$ cat src/rtl/crop_regs_pkg.sv
/*
 * crop register block definitions
 * host bus widths, register map, keyboard codes and the key byte layout
 */
package crop_regs_pkg;

	localparam int wb_adr_w = 3;
	localparam int wb_dat_w = 16;

	localparam logic [wb_adr_w-1:0] reg_left   = 3'd0;	// read/write
	localparam logic [wb_adr_w-1:0] reg_right  = 3'd1;
	localparam logic [wb_adr_w-1:0] reg_top    = 3'd2;
	localparam logic [wb_adr_w-1:0] reg_bottom = 3'd3;
	localparam logic [wb_adr_w-1:0] reg_hsize  = 3'd4;	// read only
	localparam logic [wb_adr_w-1:0] reg_vsize  = 3'd5;
	localparam logic [wb_adr_w-1:0] reg_change = 3'd6;

	localparam logic [6:0] key_clear = 7'h41;	// backspace
	localparam logic [6:0] key_up    = 7'h4c;
	localparam logic [6:0] key_down  = 7'h4d;
	localparam logic [6:0] key_left  = 7'h4f;
	localparam logic [6:0] key_right = 7'h4e;
	localparam logic [6:0] key_alt_l = 7'h64;
	localparam logic [6:0] key_alt_r = 7'h65;

	localparam logic [1:0] kbd_type_key = 2'd3;	// keyboard byte, not mouse

	localparam int h_step = 4;	// clocks per left/right key press

	// key byte seen as a raw value or as flag and code
	typedef union packed {
		logic [7:0] raw;
		struct packed {
			logic       rel;	// set on key release
			logic [6:0] code;
		} fld;
	} key_byte_u;

endpackage

$ cat src/rtl/video_timing_pkg.sv
/*
 * video timing constants
 * counter width and forced blank margins shared by the
 * line and frame measurement blocks
 */
package video_timing_pkg;

	localparam int cnt_w_default = 12;	// lines and frames up to 4095

	// forced horizontal blank in clocks, counted from the end of hsync
	localparam int h_force_lead  = 8;	// clocks after sync end
	localparam int h_force_trail = 8;	// clocks before next sync

	// forced vertical blank in lines
	localparam int v_force_lead  = 1;	// lines after vsync
	localparam int v_force_trail = 3;	// lines before max line count

endpackage
$ cat src/rtl/video_crop_top.sv
/*
 * video crop top level
 * register block beside the line and frame measurement blocks
 */
`timescale 1ns/1ps

module video_crop_top #(
	parameter int cnt_w = video_timing_pkg::cnt_w_default
) (
	input  logic                               clk_sys,
	input  logic                               reset,
	input  logic                               hs,	// active low
	input  logic                               vs,	// active low
	input  logic                               hblank,
	input  logic                               vblank,
	input  logic                               kbd_level,
	input  logic [1:0]                         kbd_type,
	input  logic [7:0]                         kbd_data,
	input  logic                               wb_cyc,
	input  logic                               wb_stb,
	input  logic                               wb_we,
	input  logic [crop_regs_pkg::wb_adr_w-1:0] wb_adr,
	input  logic [crop_regs_pkg::wb_dat_w-1:0] wb_dat_w,
	output logic [crop_regs_pkg::wb_dat_w-1:0] wb_dat_r,
	output logic                               wb_ack,
	output logic                               de
);

	logic [cnt_w-1:0] crop_left;
	logic [cnt_w-1:0] crop_right;
	logic [cnt_w-1:0] crop_top;
	logic [cnt_w-1:0] crop_bottom;
	logic             line_start;
	logic             hbl_fall;
	logic             h_active;
	logic [cnt_w-1:0] hsize;
	logic             frame_start;
	logic [cnt_w-1:0] vsize;

	crop_regs #(
		.cnt_w(cnt_w)
	) u_crop_regs (
		.clk_sys    (clk_sys),
		.reset      (reset),
		.wb_cyc     (wb_cyc),
		.wb_stb     (wb_stb),
		.wb_we      (wb_we),
		.wb_adr     (wb_adr),
		.wb_dat_w   (wb_dat_w),
		.wb_dat_r   (wb_dat_r),
		.wb_ack     (wb_ack),
		.kbd_level  (kbd_level),
		.kbd_type   (kbd_type),
		.kbd_data   (kbd_data),
		.frame_start(frame_start),
		.hsize      (hsize),
		.vsize      (vsize),
		.crop_left  (crop_left),
		.crop_right (crop_right),
		.crop_top   (crop_top),
		.crop_bottom(crop_bottom)
	);

	line_measure #(
		.cnt_w(cnt_w)
	) u_line_measure (
		.clk_sys   (clk_sys),
		.reset     (reset),
		.hs        (hs),
		.hblank    (hblank),
		.crop_left (crop_left),
		.crop_right(crop_right),
		.line_start(line_start),
		.hbl_fall  (hbl_fall),
		.h_active  (h_active),
		.hsize     (hsize)
	);

	frame_measure #(
		.cnt_w(cnt_w)
	) u_frame_measure (
		.clk_sys    (clk_sys),
		.reset      (reset),
		.vs         (vs),
		.vblank     (vblank),
		.line_start (line_start),
		.hbl_fall   (hbl_fall),
		.h_active   (h_active),
		.crop_top   (crop_top),
		.crop_bottom(crop_bottom),
		.frame_start(frame_start),
		.vsize      (vsize),
		.de         (de)
	);

endmodule

$ cat src/rtl/crop_regs.sv
/*
 * crop register block
 * Wishbone classic slave holding the four crop offsets, arrow key
 * adjustment of the offsets, and a per-frame snapshot of the
 * measured size with a geometry change counter
 */
`timescale 1ns/1ps

module crop_regs #(
	parameter int cnt_w = video_timing_pkg::cnt_w_default
) (
	input  logic                               clk_sys,
	input  logic                               reset,
	input  logic                               wb_cyc,
	input  logic                               wb_stb,
	input  logic                               wb_we,
	input  logic [crop_regs_pkg::wb_adr_w-1:0] wb_adr,
	input  logic [crop_regs_pkg::wb_dat_w-1:0] wb_dat_w,
	output logic [crop_regs_pkg::wb_dat_w-1:0] wb_dat_r,
	output logic                               wb_ack,
	input  logic                               kbd_level,
	input  logic [1:0]                         kbd_type,
	input  logic [7:0]                         kbd_data,
	input  logic                               frame_start,
	input  logic [cnt_w-1:0]                   hsize,
	input  logic [cnt_w-1:0]                   vsize,
	output logic [cnt_w-1:0]                   crop_left,
	output logic [cnt_w-1:0]                   crop_right,
	output logic [cnt_w-1:0]                   crop_top,
	output logic [cnt_w-1:0]                   crop_bottom
);
	import crop_regs_pkg::*;

	logic                       wb_req;
	logic                       wb_wr;
	logic                       kbd_level_q;
	logic                       key_evt;
	logic                       key_valid;
	key_byte_u                  key_q;
	logic                       alt;
	logic [cnt_w-1:0]           snap_hsize;
	logic [cnt_w-1:0]           snap_vsize;
	logic [6:0]                 change_cnt;
	logic [$bits(wb_dat_r)-1:0] rd_data;

	assign wb_req  = wb_cyc & wb_stb & ~wb_ack;	// single cycle ack, no wait
	assign wb_wr   = wb_req & wb_we;
	assign key_evt = (kbd_level ^ kbd_level_q) && (kbd_type == kbd_type_key);

	always_comb begin
		rd_data = '0;
		case (wb_adr)
			reg_left:   rd_data[cnt_w-1:0] = crop_left;
			reg_right:  rd_data[cnt_w-1:0] = crop_right;
			reg_top:    rd_data[cnt_w-1:0] = crop_top;
			reg_bottom: rd_data[cnt_w-1:0] = crop_bottom;
			reg_hsize:  rd_data[cnt_w-1:0] = snap_hsize;
			reg_vsize:  rd_data[cnt_w-1:0] = snap_vsize;
			reg_change: rd_data[6:0]       = change_cnt;
			default:    rd_data            = '0;
		endcase
	end

	always_ff @(posedge clk_sys or posedge reset) begin
		if (reset)
			wb_ack <= 1'b0;
		else
			wb_ack <= wb_req;
	end

	always_ff @(posedge clk_sys) begin
		if (wb_req)
			wb_dat_r <= rd_data;	// valid with ack
		if (key_evt)
			key_q.raw <= kbd_data;
	end

	always_ff @(posedge clk_sys or posedge reset) begin
		if (reset) begin
			kbd_level_q <= 1'b0;
			key_valid   <= 1'b0;
		end else begin
			kbd_level_q <= kbd_level;
			key_valid   <= key_evt;
		end
	end

	always_ff @(posedge clk_sys or posedge reset) begin
		if (reset) begin
			crop_left   <= '0;
			crop_right  <= '0;
			crop_top    <= '0;
			crop_bottom <= '0;
			alt         <= 1'b0;
		end else begin
			if (key_valid) begin
				if (key_q.raw == {1'b0, key_clear}) begin
					crop_left   <= '0;
					crop_right  <= '0;
					crop_top    <= '0;
					crop_bottom <= '0;
				end else if (key_q.raw == {1'b0, key_up}) begin
					if (alt) crop_bottom <= crop_bottom + 1'b1;
					else     crop_top    <= crop_top + 1'b1;
				end else if (key_q.raw == {1'b0, key_down}) begin
					if (alt) crop_bottom <= crop_bottom - 1'b1;
					else     crop_top    <= crop_top - 1'b1;
				end else if (key_q.raw == {1'b0, key_left}) begin
					if (alt) crop_right <= crop_right + cnt_w'(h_step);
					else     crop_left  <= crop_left + cnt_w'(h_step);
				end else if (key_q.raw == {1'b0, key_right}) begin
					if (alt) crop_right <= crop_right - cnt_w'(h_step);
					else     crop_left  <= crop_left - cnt_w'(h_step);
				end else if (key_q.fld.code == key_alt_l || key_q.fld.code == key_alt_r) begin
					alt <= ~key_q.fld.rel;	// held until release
				end
			end

			// host write overrides a key on the same edge
			if (wb_wr) begin
				case (wb_adr)
					reg_left:   crop_left   <= wb_dat_w[cnt_w-1:0];
					reg_right:  crop_right  <= wb_dat_w[cnt_w-1:0];
					reg_top:    crop_top    <= wb_dat_w[cnt_w-1:0];
					reg_bottom: crop_bottom <= wb_dat_w[cnt_w-1:0];
					default:    ;	// read only or unmapped
				endcase
			end
		end
	end

	always_ff @(posedge clk_sys or posedge reset) begin
		if (reset) begin
			snap_hsize <= '0;
			snap_vsize <= '0;
			change_cnt <= '0;
		end else if (frame_start) begin
			snap_hsize <= hsize;
			snap_vsize <= vsize;
			if (snap_hsize != hsize || snap_vsize != vsize)
				change_cnt <= change_cnt + 1'b1;	// wraps at 128
		end
	end

endmodule

$ cat src/rtl/frame_measure.sv
/*
 * frame measurement
 * counts lines, captures the vblank edges and the frame length,
 * measures the active height and combines the vertical soft and
 * forced blank with the line timing into the data enable
 */
`timescale 1ns/1ps

module frame_measure #(
	parameter int cnt_w = video_timing_pkg::cnt_w_default
) (
	input  logic             clk_sys,
	input  logic             reset,
	input  logic             vs,
	input  logic             vblank,
	input  logic             line_start,
	input  logic             hbl_fall,
	input  logic             h_active,
	input  logic [cnt_w-1:0] crop_top,
	input  logic [cnt_w-1:0] crop_bottom,
	output logic             frame_start,
	output logic [cnt_w-1:0] vsize,
	output logic             de
);
	import video_timing_pkg::*;

	logic             vs_q;
	logic             vblank_q;
	logic [cnt_w-1:0] vcnt;
	logic [cnt_w-1:0] vend;	// line count at vblank fall
	logic [cnt_w-1:0] vsta;	// line count at vblank rise
	logic [cnt_w-1:0] vmax;
	logic             vblank_fall;
	logic             vblank_rise;
	logic             vs_fall;
	logic             svbl;
	logic             fvbl;
	logic             svbl_nxt;
	logic             fvbl_nxt;
	logic             vbl_line;
	logic [cnt_w-1:0] soft_off;
	logic [cnt_w-1:0] soft_on;

	assign vblank_fall = vblank_q & ~vblank;
	assign vblank_rise = ~vblank_q & vblank;
	assign vs_fall     = vs_q & ~vs;

	// vend and vsta hold the count of the line before each edge
	assign soft_off = vend + crop_top + cnt_w'(1);
	assign soft_on  = vsta - crop_bottom + cnt_w'(1);	// previous frame's vsta

	// vertical blank state for the line now starting
	always_comb begin
		svbl_nxt = svbl;
		fvbl_nxt = fvbl;
		if (vcnt == soft_off)
			svbl_nxt = 1'b0;
		if (vcnt == soft_on)
			svbl_nxt = 1'b1;
		if (vcnt == cnt_w'(v_force_lead))
			fvbl_nxt = 1'b0;
		if (vcnt == vmax - cnt_w'(v_force_trail))
			fvbl_nxt = 1'b1;
	end

	// on the first active clock of a line the update is not registered yet
	assign vbl_line = hbl_fall ? (svbl_nxt | fvbl_nxt) : (svbl | fvbl);

	always_ff @(posedge clk_sys or posedge reset) begin
		if (reset) begin
			vs_q        <= 1'b1;
			vblank_q    <= 1'b1;
			vcnt        <= '0;
			vend        <= '0;
			vsta        <= '0;
			vmax        <= '0;
			vsize       <= '0;
			svbl        <= 1'b1;
			fvbl        <= 1'b1;
			frame_start <= 1'b0;
			de          <= 1'b0;
		end else begin
			vs_q        <= vs;
			vblank_q    <= vblank;
			frame_start <= vblank_fall;

			if (!vs)
				vcnt <= '0;
			else if (line_start)
				vcnt <= vcnt + 1'b1;

			if (vblank_fall)
				vend <= vcnt;
			if (vblank_rise) begin
				vsta  <= vcnt;
				vsize <= vcnt - vend;	// lines of this frame
			end
			if (vs_fall)
				vmax <= vcnt;

			if (hbl_fall) begin
				svbl <= svbl_nxt;
				fvbl <= fvbl_nxt;
			end

			de <= h_active & ~vbl_line & vs;
		end
	end

endmodule

$ cat src/rtl/line_measure.sv
/*
 * line measurement
 * counts clocks per line, captures the hblank edges and the sync
 * position, measures the active width and builds the combined
 * horizontal blank from the soft crop and the forced margins
 */
`timescale 1ns/1ps

module line_measure #(
	parameter int cnt_w = video_timing_pkg::cnt_w_default
) (
	input  logic             clk_sys,
	input  logic             reset,
	input  logic             hs,
	input  logic             hblank,
	input  logic [cnt_w-1:0] crop_left,
	input  logic [cnt_w-1:0] crop_right,
	output logic             line_start,
	output logic             hbl_fall,
	output logic             h_active,
	output logic [cnt_w-1:0] hsize
);
	import video_timing_pkg::*;

	logic             hs_q;
	logic             hblank_q;
	logic             hbl_q;
	logic [cnt_w-1:0] hcnt;
	logic [cnt_w-1:0] hend;	// count at first active clock
	logic [cnt_w-1:0] hsta;	// count at first blank clock
	logic [cnt_w-1:0] hmax;	// count at sync start
	logic             shbl;
	logic             fhbl;
	logic             hbl;
	logic             hblank_fall;
	logic             hblank_rise;
	logic             hs_fall;
	logic [cnt_w-1:0] soft_off;
	logic [cnt_w-1:0] soft_on;

	assign hblank_fall = hblank_q & ~hblank;
	assign hblank_rise = ~hblank_q & hblank;
	assign hs_fall     = hs_q & ~hs;

	// compare one count early since shbl is a register
	assign soft_off = hend + crop_left - cnt_w'(1);
	assign soft_on  = hsta - crop_right - cnt_w'(1);

	assign hbl      = shbl | fhbl | ~hs;
	assign h_active = ~hbl;
	assign hbl_fall = hbl_q & ~hbl;

	always_ff @(posedge clk_sys or posedge reset) begin
		if (reset) begin
			hs_q       <= 1'b1;
			hblank_q   <= 1'b1;
			hbl_q      <= 1'b1;
			hcnt       <= '0;
			hend       <= '0;
			hsta       <= '0;
			hmax       <= '0;
			hsize      <= '0;
			shbl       <= 1'b1;
			fhbl       <= 1'b1;
			line_start <= 1'b0;
		end else begin
			hs_q       <= hs;
			hblank_q   <= hblank;
			hbl_q      <= hbl;
			line_start <= hs_fall;

			if (!hs)
				hcnt <= '0;	// held at zero through sync
			else
				hcnt <= hcnt + 1'b1;

			if (hblank_fall)
				hend <= hcnt;
			if (hblank_rise) begin
				hsta  <= hcnt;
				hsize <= hcnt - hend;	// active clocks of this line
			end
			if (hs_fall)
				hmax <= hcnt;

			// right edge uses the previous line's hsta
			if (hcnt == soft_off)
				shbl <= 1'b0;
			if (hcnt == soft_on)
				shbl <= 1'b1;

			if (hcnt == cnt_w'(h_force_lead))
				fhbl <= 1'b0;
			if (hcnt == hmax - cnt_w'(h_force_trail))
				fhbl <= 1'b1;
		end
	end

endmodule

$ cat config.mk
export PLATFORM = sky130hd
export DESIGN_NAME = video_crop_top
export DESIGN_NICKNAME = d
export VERILOG_FILES = /design/src/rtl/crop_regs_pkg.sv /design/src/rtl/video_timing_pkg.sv /design/src/rtl/video_crop_top.sv /design/src/rtl/crop_regs.sv /design/src/rtl/frame_measure.sv /design/src/rtl/line_measure.sv
export SDC_FILE = /design/constraint.sdc
export NUM_CORES = 1
export LEC_CHECK = 0
export ABC_AREA = 1
export BUFFER_PORTS_ARGS = -buffer_cell sky130_fd_sc_hd__buf_2
export CORE_UTILIZATION = 45
export DETAILED_ROUTE_END_ITERATION = 7
export GPL_ROUTABILITY_DRIVEN = 0
export GPL_TIMING_DRIVEN = 0
export PLACE_DENSITY = 0.68
export SKIP_CTS_REPAIR_TIMING = 1
export SYNTH_ARGS = -nofsm -noshare
export SYNTH_HDL_FRONTEND = slang
export SYNTH_SLANG_ARGS = --single-unit
$ cat constraint.sdc
create_clock -name clk_sys -period 9.3 [get_ports clk_sys]
set_input_delay 2.79 -clock clk_sys [delete_from_list [all_inputs] [get_ports clk_sys]]
set_output_delay 2.79 -clock clk_sys [all_outputs]
set_load 0.01 [all_outputs]
==> results of run 1 <==
==> synthesized netlist by cell type (3+ instances only) <==
| cell | number |
|---|---|
| nand2_1 | 548 |
| inv_1 | 304 |
| dfrtp_1 | 206 |
| o21ai_0 | 193 |
| nor2_1 | 150 |
| nand3_1 | 145 |
| ha_1 | 101 |
| a21oi_1 | 93 |
| xor2_1 | 63 |
| nand4_1 | 52 |
| xnor2_1 | 52 |
| o22ai_1 | 36 |
| clkbuf_1 | 34 |
| nor3_1 | 34 |
| inv_2 | 21 |
| edfxtp_1 | 20 |
| buf_2 | 16 |
| a31oi_1 | 14 |
| o21ai_1 | 13 |
| or2_2 | 13 |
| buf_4 | 10 |
| a21o_1 | 9 |
| dfstp_2 | 9 |
| a221oi_1 | 8 |
| o221ai_1 | 8 |
| nand3b_1 | 7 |
| fa_1 | 6 |
| mux2_2 | 5 |
| nand2_2 | 5 |
| nor2_2 | 5 |
| nor2_4 | 5 |
| nor3_2 | 5 |
| nor4_1 | 5 |
| o211ai_1 | 5 |
| a211oi_1 | 4 |
| a22oi_1 | 4 |
| o21bai_1 | 4 |
| a21boi_0 | 3 |
| nand3_2 | 3 |
| nor3_4 | 3 |
==> through the flow <==
stage                     hold WS, ns  cells  total power [mW]
final                           0.462   2808              3.38
after global routing            0.504   2808              3.57
after CTS                       0.464   2808              3.38
after detailed placement        0.455   2756              2.28
after global placement          0.457   2755              2.25
after floorplan                 0.442   2246              2.01
==> worst max-delay path by stage <==
| stage | from | to | slack (ns) | cells past startpoint |
|---|---|---|---|---|
| detailed placement | wb_cyc | u_crop_regs.crop_left[10] | 4.02 | 10 |
| floorplan | reset | u_crop_regs.alt | 0.65 | 1 |
| global placement | reset | u_crop_regs.wb_ack | -2.12 | 2 |
| finish | wb_cyc | u_crop_regs.crop_right[11] | 4.53 | 10 |
| CTS | wb_cyc | u_crop_regs.crop_left[10] | 4.58 | 10 |
| global route | wb_cyc | u_crop_regs.crop_left[10] | 4.36 | 10 |
==> cell type report <==
type,count,area (µm²)
Buffer,63,297
Timing Repair Buffer,49,268
Inverter,326,1230
Multi-Input combinational cell,1622,9040
Fill cell,3411,17500
Clock buffer,34,744
Sequential cell,235,5990
Clock inverter,18,158
Tap cell,461,577
==> critical path: stages <==
cell     delay (ns)
buf_2          0.08
nand2_1        0.05
nor2_2         0.73
nand2_1        0.41
nor2_1         0.42
inv_1          0.10
nand2_1        0.25
inv_2          0.17
nand3_1        0.12
o21ai_1        0.07
==> power by group through the flow <==
stage / combinational [mW] / sequential (mW) / clock, mW
2_1_floorplan: 0.741 / 1.27 / 0
3_3_place_gp: 0.938 / 1.32 / 0
3_5_place_dp: 0.965 / 1.32 / 0
4_1_cts: 0.972 / 1.30 / 1.11
5_1_grt: 1.11 / 1.32 / 1.14
6_report: 0.983 / 1.31 / 1.09
==> layer usage <==
metal | global-route usage | routed length, µm | part of all wire
met2 | 0.422 | 22000 | 0.45
met1 | 0.366 | 21900 | 0.44
met4 | 0.0865 | 1720 | 0.035
met5 | 0 | 0 | 0
met3 | 0.0412 | 3680 | 0.075
==> cells by family (layout without fill, tap and decap cells) <==
kind of cell | after synthesis | after routing | share of synthesized area
flops | 235 | 235 | 0.362
mux | 5 | 5 | 0.00340
fa+ha+maj | 107 | 107 | 0.0837
other cells | 1 | 4 | 0.000227
xor+xnor | 116 | 116 | 0.0623
compound gates | 403 | 403 | 0.136
simple gates | 987 | 987 | 0.260
buf+inv | 389 | 490 | 0.0919
==> cells in the final DEF (no fill, tap or decap), types with 6 or more instances in the layout <==
cell type and count:
nor2_2 6, xor2_1 63, a21o_1 9, inv_2 21, o21ai_1 13, buf_2 64, dfstp_2 9, fa_1 6
nand3b_1 7, nor3_1 34, clkinv_2 7, dfrtp_1 206, xnor2_1 52, or2_2 13, edfxtp_1 20, nand2_1 548
nor2_1 149, ha_1 101, nand4_1 52, clkbuf_16 29, nand3_1 145, a221oi_1 8, o221ai_1 8, inv_1 303
o21ai_0 193, a21oi_1 93, o22ai_1 36, a31oi_1 14, clkbuf_1 39, buf_4 10
==> flow_summary.yaml, run 1 <==
detailed_routing:
  drt_iter0_drc: 1404
  via_per_inst: 5.56
  route.detailed.drc: 0
  firstDrtPassIters: 8
  wl_per_cell_um: 17.6
  vias: 15600
  wl_um: 49300
  antenna_left: 0
floorplan:
  start_util: 0.461
  core_area_um2: 35800
  die_w_um: 194
  dieArea_um2: 37500
  row_count: 69
  die_y_um: 194
  num_io_pins: 57
cells_and_area:
  antenna_cells: 0
  final_nets: 2471
  post_route_cells_drive_above_1_share: 0.0865
  design_area_um2: 18300
  area_growth_pct: 10.7
  post-route-util: 0.511
sta:
  finalMaxSlewViolations: 0
  timing.final.crit_share: 0.512
  rsz0062_at_grt: "no"
  min_period_ns: 4.77
  finClkSkew_ns: 0.0262
  setup_viol: 0
  max_freq_mhz: 210
  hold_viol_final: 0
  slew_headroom: 0.348
  setup_tns_ns: 0
  worst_slack_ns: 4.53
  worstMarginPinSlew_ns: 0.977
power_and_ir_drop:
  p_clk_frac: 0.322
  ir_drop_v: 0.000170
  p_sw_frac: 0.362
  pwr_density_cell_nw_per_um2: 185
  combPwrFrac: 0.291
  p_switching_mw: 1.22
  internal_power_mw: 2.15
  pwr-share-seq: 0.387
  p_leak_nw: 9.14
grt:
  grt_pass1_vias: 14700
  track_usage: 0.264
  grt_pass1_wl_um: 79100
  grt_max_degree: 128
  antenna_found_initial: 0
  overflow: 0
synthesis:
  ys_ff_latch: 235
  synth_area_leader_cell: "dfrtp_1"
  synth_seq_area_share: 0.362
  synth.avg_cell_area_um2: 7.37
  synth.top_cell.area_share: 0.312
  synth_area_leaders: "dfrtp_1 31%, nand2_1 12%, ha_1 7.6%"
  async_flop_share: 0.915
  synth_area_um2: 16500
  ys_warn_count: 0
  synth_edf_count: 20
  synthDistinctLibCells: 56
  yosys_most_used_dff: "dfrtp_1"
  netlist_instances: 2243
worst_hold_path:
  hold_depth: 2
  hold_path.startpoint: "u_line_measure.shbl"
  worstHoldEndpoint: "u_line_measure.shbl"
  hp-class: "flip-flop to flip-flop"
clock_network:
  clock_sinks: 235
  clockRootBuffer: "clkbuf_16"
  path_clk_slew_ns: 0.06
  cts_tree: "built"
  h-tree-depth: 1
  clock_tree.buffer_depth: 3
  cts_inserted_buffers: 28
  clk_latency_ns: 0.57
setup_path:
  path_max_fanout: 14
  endpoint_kind: "flip-flop"
  worstSetupStartpointType: "input port"
  crit_type: "input port to flip-flop"
  required_ns: 9.74
  r2r_end: "u_crop_regs.crop_right[11]"
  worstPathArrival_ns: 5.21
  rr_startpoint: "u_crop_regs.wb_ack"
  r2r_cells: 8
  r2r_slack_ns: 6.49
placed_design:
  place_hpwl_um: 37900
  post-place-ws_ns: 4.02
  port_buffers: 48
  place_area_um2: 17400
status:
  status: "completed"
flow_run:
  cap_violations: 0
Note: power is estimated with default switching activity, not from simulation.
==> run 2, diff against run 1 <==
Settings changed: ABC_AREA 1 to 0, PLACE_DENSITY 0.68 to 0.7.
Clock period 9.3 ns to 4 ns, I/O delays scaled along.
==> flow_summary.yaml, run 2 <==
clock_network:
  clock_sinks: 235
  h-tree-depth: 1
  cts_inserted_buffers: 27
  clock_tree.buffer_depth: 3
  clockRootBuffer: "clkbuf_16"
  path_clk_slew_ns: 0.06
  clk_latency_ns: 0.57
  cts_tree: "built"
grt:
  antenna_found_initial: 1
  grt_max_degree: 42
  overflow: 0
  track_usage: 0.252
  grt_pass1_vias: 13000
  grt_pass1_wl_um: 71900
floorplan:
  core_area_um2: 34900
  dieArea_um2: 36600
  start_util: 0.463
  die_y_um: 191
  num_io_pins: 57
  die_w_um: 191
  row_count: 68
setup_path:
  path_delay_family: "simple AND/OR/NAND/NOR gates"
  worstSetupStartpointType: "flip-flop"
  path_max_fanout: 5
  path_cells: "inv_1 > ha_1 > inv_1 > fa_1 > xor2_1 > xnor2_1 > a2111oi_0 > nand4b_1 > or4_1 > nor2_1 > nor4b_2"
  r2r_slack_ns: 0.61
  cp.buffers_inverters: 2
  cpMostUsedCell: "inv_1"
  slowest_delay_ns: 0.56
  required_ns: 4.44
  worstPathArrival_ns: 3.83
  endpoint_kind: "flip-flop"
  crit_type: "flip-flop to flip-flop"
  crit_path_top_delay_cell: "a2111oi_0"
sta:
  setup_viol: 0
  max_freq_mhz: 295
  slew_headroom: 0.335
  worstMarginPinSlew_ns: 0.988
  setup_tns_ns: 0
  min_period_ns: 3.39
  hold_viol_final: 0
  timing.final.crit_share: 0.847
  finClkSkew_ns: 0.0318
  worst_slack_ns: 0.611
  finalMaxSlewViolations: 0
  rsz0062_at_grt: "no"
detailed_routing:
  antenna_left: 0
  wl_um: 46100
  firstDrtPassIters: 6
  wl_per_cell_um: 20.2
  drt_iter0_drc: 1287
  vias: 13600
  route.detailed.drc: 0
  via_per_inst: 5.95
status:
  status: "completed"
cells_and_area:
  nFillCells: 3138
  layout_commonest_cell: "dfrtp_1"
  design_area_um2: 18000
  final_nets: 1952
  layout_common_cells: "206 x dfrtp_1, 156 x nand2_1, 127 x inv_1, 127 x o21ai_0, 125 x xnor2_1"
  post_route_cells_drive_above_1_share: 0.125
  area_growth_pct: 11.8
  post-route-util: 0.517
placed_design:
  place_hpwl_um: 34700
  port_buffers: 47
  place_area_um2: 17100
  post-place-ws_ns: -0.0173
synthesis:
  ys_warn_count: 0
  synth_area_um2: 16100
  yosysMostFrequentCell: "dfrtp_1"
  synth.avg_cell_area_um2: 9.37
  synth_area_leader_cell: "dfrtp_1"
  netlist_instances: 1722
  synthDistinctLibCells: 77
  ys_ff_latch: 235
  synth_common_cells: "206 x dfrtp_1, 156 x nand2_1, 128 x inv_1, 127 x o21ai_0, 125 x xnor2_1"
  synth_seq_area_share: 0.371
  synth.top_cell.area_share: 0.319
  synth_area_leaders: "dfrtp_1 32%, ha_1 7.8%, xnor2_1 6.8%"
  async_flop_share: 0.915
  yosys_most_used_dff: "dfrtp_1"
  synth_edf_count: 20
power_and_ir_drop:
  p_clk_frac: 0.320
  p_switching_mw: 2.89
  p_leak_nw: 7.80
  power_mw: 8.42
  p_sw_frac: 0.343
  pwr_density_cell_nw_per_um2: 467
  combPwrFrac: 0.294
  pwr-share-seq: 0.386
  ir_drop_v: 0.000413
  internal_power_mw: 5.53
worst_hold_path:
  hp-class: "flip-flop to flip-flop"
flow_run:
  cap_violations: 0
run 2: final timing paths:
kind                                                 start                     endpoint  depth (start not counted)
min in group asynchronous                            reset  u_crop_regs.crop_bottom[10]                          2
max in group asynchronous                            reset          u_line_measure.hs_q                          4
worst max-delay path            u_crop_regs.crop_bottom[2]           u_frame_measure.de                         11
worst max register to register  u_crop_regs.crop_bottom[2]           u_frame_measure.de                         11
worst min-delay path               u_frame_measure.vsta[1]      u_frame_measure.vsta[1]                          2
worst min register to register     u_frame_measure.vsta[1]      u_frame_measure.vsta[1]                          2
run 2: final cells by class:
class	instances	area [µm²]	share of cell area
Antenna cell	1	2.50	0.000139
Buffer	85	352	0.0195
Clock buffer	36	781	0.0433
Clock inverter	14	194	0.0108
Inverter	129	488	0.0271
Multi-Input combinational cell	1276	9320	0.517
Sequential cell	235	5990	0.332
Tap cell	455	569	0.0316
Timing Repair Buffer	52	335	0.0186
run 2: power groups by stage:
stage | Clock [mW] | Sequential (mW) | Combinational, mW
2_1_floorplan | 0 | 3.09 | 1.91
3_3_place_gp | 0 | 3.25 | 2.36
3_5_place_dp | 0 | 3.26 | 2.43
4_1_cts | 2.73 | 3.23 | 2.46
5_1_grt | 2.83 | 3.28 | 2.74
6_report | 2.69 | 3.25 | 2.48
run 2: kinds of logic after synthesis:
group / Yosys count / synth area share
xor gates and xnor gates: 194 / 0.106
adders and majority gates: 107 / 0.0858
muxes: 114 / 0.0837
other: 1 / 0.000232
and+or+nand+nor: 513 / 0.164
DFF: 235 / 0.371
buffers and inverters: 214 / 0.0518
AOI/OAI and AO/OA: 344 / 0.138
run 2: worst register-to-register path: cells and delay by family (launching register included):
kind            cells  cell delay, ns
compound gates      1            0.56
xor+xnor            2            0.31
fa+ha+maj           2            0.78
buf+inv             2            0.22
flops               1            0.51
simple gates        4            0.87
run 2: through the flow:
stage          hold WS, ns  std cells
6_report             0.484       2283
3_5_place_dp         0.470       2232
2_1_floorplan        0.445       1725
4_1_cts              0.483       2282
5_1_grt              0.523       2282
3_3_place_gp         0.465       2227
run 2: per-layer routing:
layer  global-route usage  vias to the layer above  wire (µm)
met5                    0                        -         11
li1                     -                     6284          -
met3               0.0319                      103       3870
met1                0.349                     6592      19600
met2                0.409                      601      21100
met4               0.0797                        2       1430
==> run 3, diff against run 2 <==
Clock period 4 ns to 3 ns, I/O delays scaled along.
==> flow_summary.yaml, run 3 (synthesis gave the netlist of run 2 again) <==
detailed_routing:
  drt_iter0_drc: 1318
  route.detailed.drc: 0
  vias: 13600
  wl_um: 46300
  firstDrtPassIters: 7
  wl_per_cell_um: 20.3
  antenna_left: 0
  via_per_inst: 5.95
sta:
  worst_slack_ns: -0.0769
  max_freq_mhz: 325
  rsz0062_at_grt: "yes"
  slew_headroom: 0.406
  setup_viol: 1
  worstMarginPinSlew_ns: 0.890
  finClkSkew_ns: 0.0312
  finalMaxSlewViolations: 0
  setup_tns_ns: -0.0769
  hold_viol_final: 0
  timing.final.crit_share: 1.03
  min_period_ns: 3.08
  holdWs_ns: 0.449
setup_path:
  r2r_end: "u_frame_measure.de"
  path_cells: "inv_4 > ha_1 > inv_1 > fa_2 > xor2_1 > a2111oi_2 > nand4_1 > nor4b_2 > nand4_1 > o41ai_2 > nor4b_4"
  cpMostUsedCell: "nand4_1"
  path_delay_family: "simple AND/OR/NAND/NOR gates"
  endpoint_kind: "flip-flop"
  r2r_slack_ns: -0.08
  path_max_fanout: 4
  worstSetupStartpointType: "flip-flop"
  crit_path_top_delay_cell: "fa_2"
  rr_startpoint: "u_crop_regs.crop_top[0]"
  r2r_cells: 11
  worstPathArrival_ns: 3.54
  crit_type: "flip-flop to flip-flop"
  cp.buffers_inverters: 2
  critical_path_depth: 11
  required_ns: 3.46
  slowest_delay_ns: 0.53
placed_design:
  post-place-ws_ns: -0.717
  place_hpwl_um: 34700
  port_buffers: 47
  dp.cells: 2232
  place_area_um2: 17100
floorplan:
  dieArea_um2: 36600
  num_io_pins: 57
  die_y_um: 191
  start_util: 0.463
  core_area_um2: 34900
  die_w_um: 191
  row_count: 68
cells_and_area:
  final_nets: 1953
  layout_commonest_cell: "dfrtp_1"
  nFillCells: 3120
  post-route-util: 0.522
  area_growth_pct: 12.8
  design_area_um2: 18200
  post_route_cells_drive_above_1_share: 0.144
  final_cells: 2284
  layout_common_cells: "201 x dfrtp_1, 156 x nand2_1, 125 x o21ai_0, 125 x xnor2_1, 123 x inv_1"
  area.sequential_um2: 6000
  multiInputGateArea_um2: 9450
power_and_ir_drop:
  ir_drop_v: 0.000554
  p_leak_nw: 7.84
  power_mw: 11.4
  pwr_density_cell_nw_per_um2: 625
worst_hold_path:
  hold_depth: 1
  hold_path.startpoint: "vblank"
  hp-class: "input port to flip-flop"
  worstHoldEndpoint: "u_frame_measure.vblank_q"
grt:
  track_usage: 0.252
  antenna_found_initial: 1
  grt_pass1_vias: 13000
  grt_max_degree: 42
  grt_pass1_wl_um: 71900
  overflow: 0
status:
  status: "finished with violations"
  violations: "setup timing"
clock_network:
  clockRootBuffer: "clkbuf_16"
  cts_tree: "built"
  cts_inserted_buffers: 27
  clock_tree.buffer_depth: 3
  path_clk_slew_ns: 0.06
  clk_latency_ns: 0.57
  h-tree-depth: 1
  clock_sinks: 235
flow_run:
  cap_violations: 0
==> run 3: cell types whose count changed in the layout (fill, tap and decap cells not counted), sizes merged <==
cell    before  now
buf         72   77
clkbuf     101   97
==> run 3: final cells by class <==
cell class / count / area share
diodes: 1 / 0.000137
plain buffers: 80 / 0.0185
clock buffers: 36 / 0.0429
clock inverters: 14 / 0.0107
inverters: 129 / 0.0271
multi-input cells: 1276 / 0.519
flip-flops and latches: 235 / 0.329
well taps: 455 / 0.0313
repair buffers: 58 / 0.0209
==> run 3: worst max path at each step <==
stage | startpoint | endpoint | slack [ns]
final | u_crop_regs.crop_top[0] | u_frame_measure.de | -0.08
after global routing | u_crop_regs.crop_top[0] | u_frame_measure.de | -0.17
after CTS | u_crop_regs.crop_top[0] | u_frame_measure.de | -0.37
after detailed placement | wb_cyc | u_crop_regs.crop_top[11] | -0.72
after global placement | reset | u_line_measure.hcnt[10] | -2.13
after floorplan | reset | u_crop_regs.alt | -0.69
==> run 3: report_power, final <==
part           switching [mW]  total [mW]  internal, mW
Clock                    1.41        3.59          2.18
Sequential              0.667        4.36          3.69
Combinational            1.85        3.42          1.57
Total                    3.93        11.4          7.44
==> run 3: per-layer routing <==
metal  up-vias  GRT usage  routed length, µm
met5         -          0                 11
met2       620      0.409              21300
met3       105     0.0319               3810
met1      6580      0.349              19800
met4         2     0.0797               1350
li1       6286          -                  -
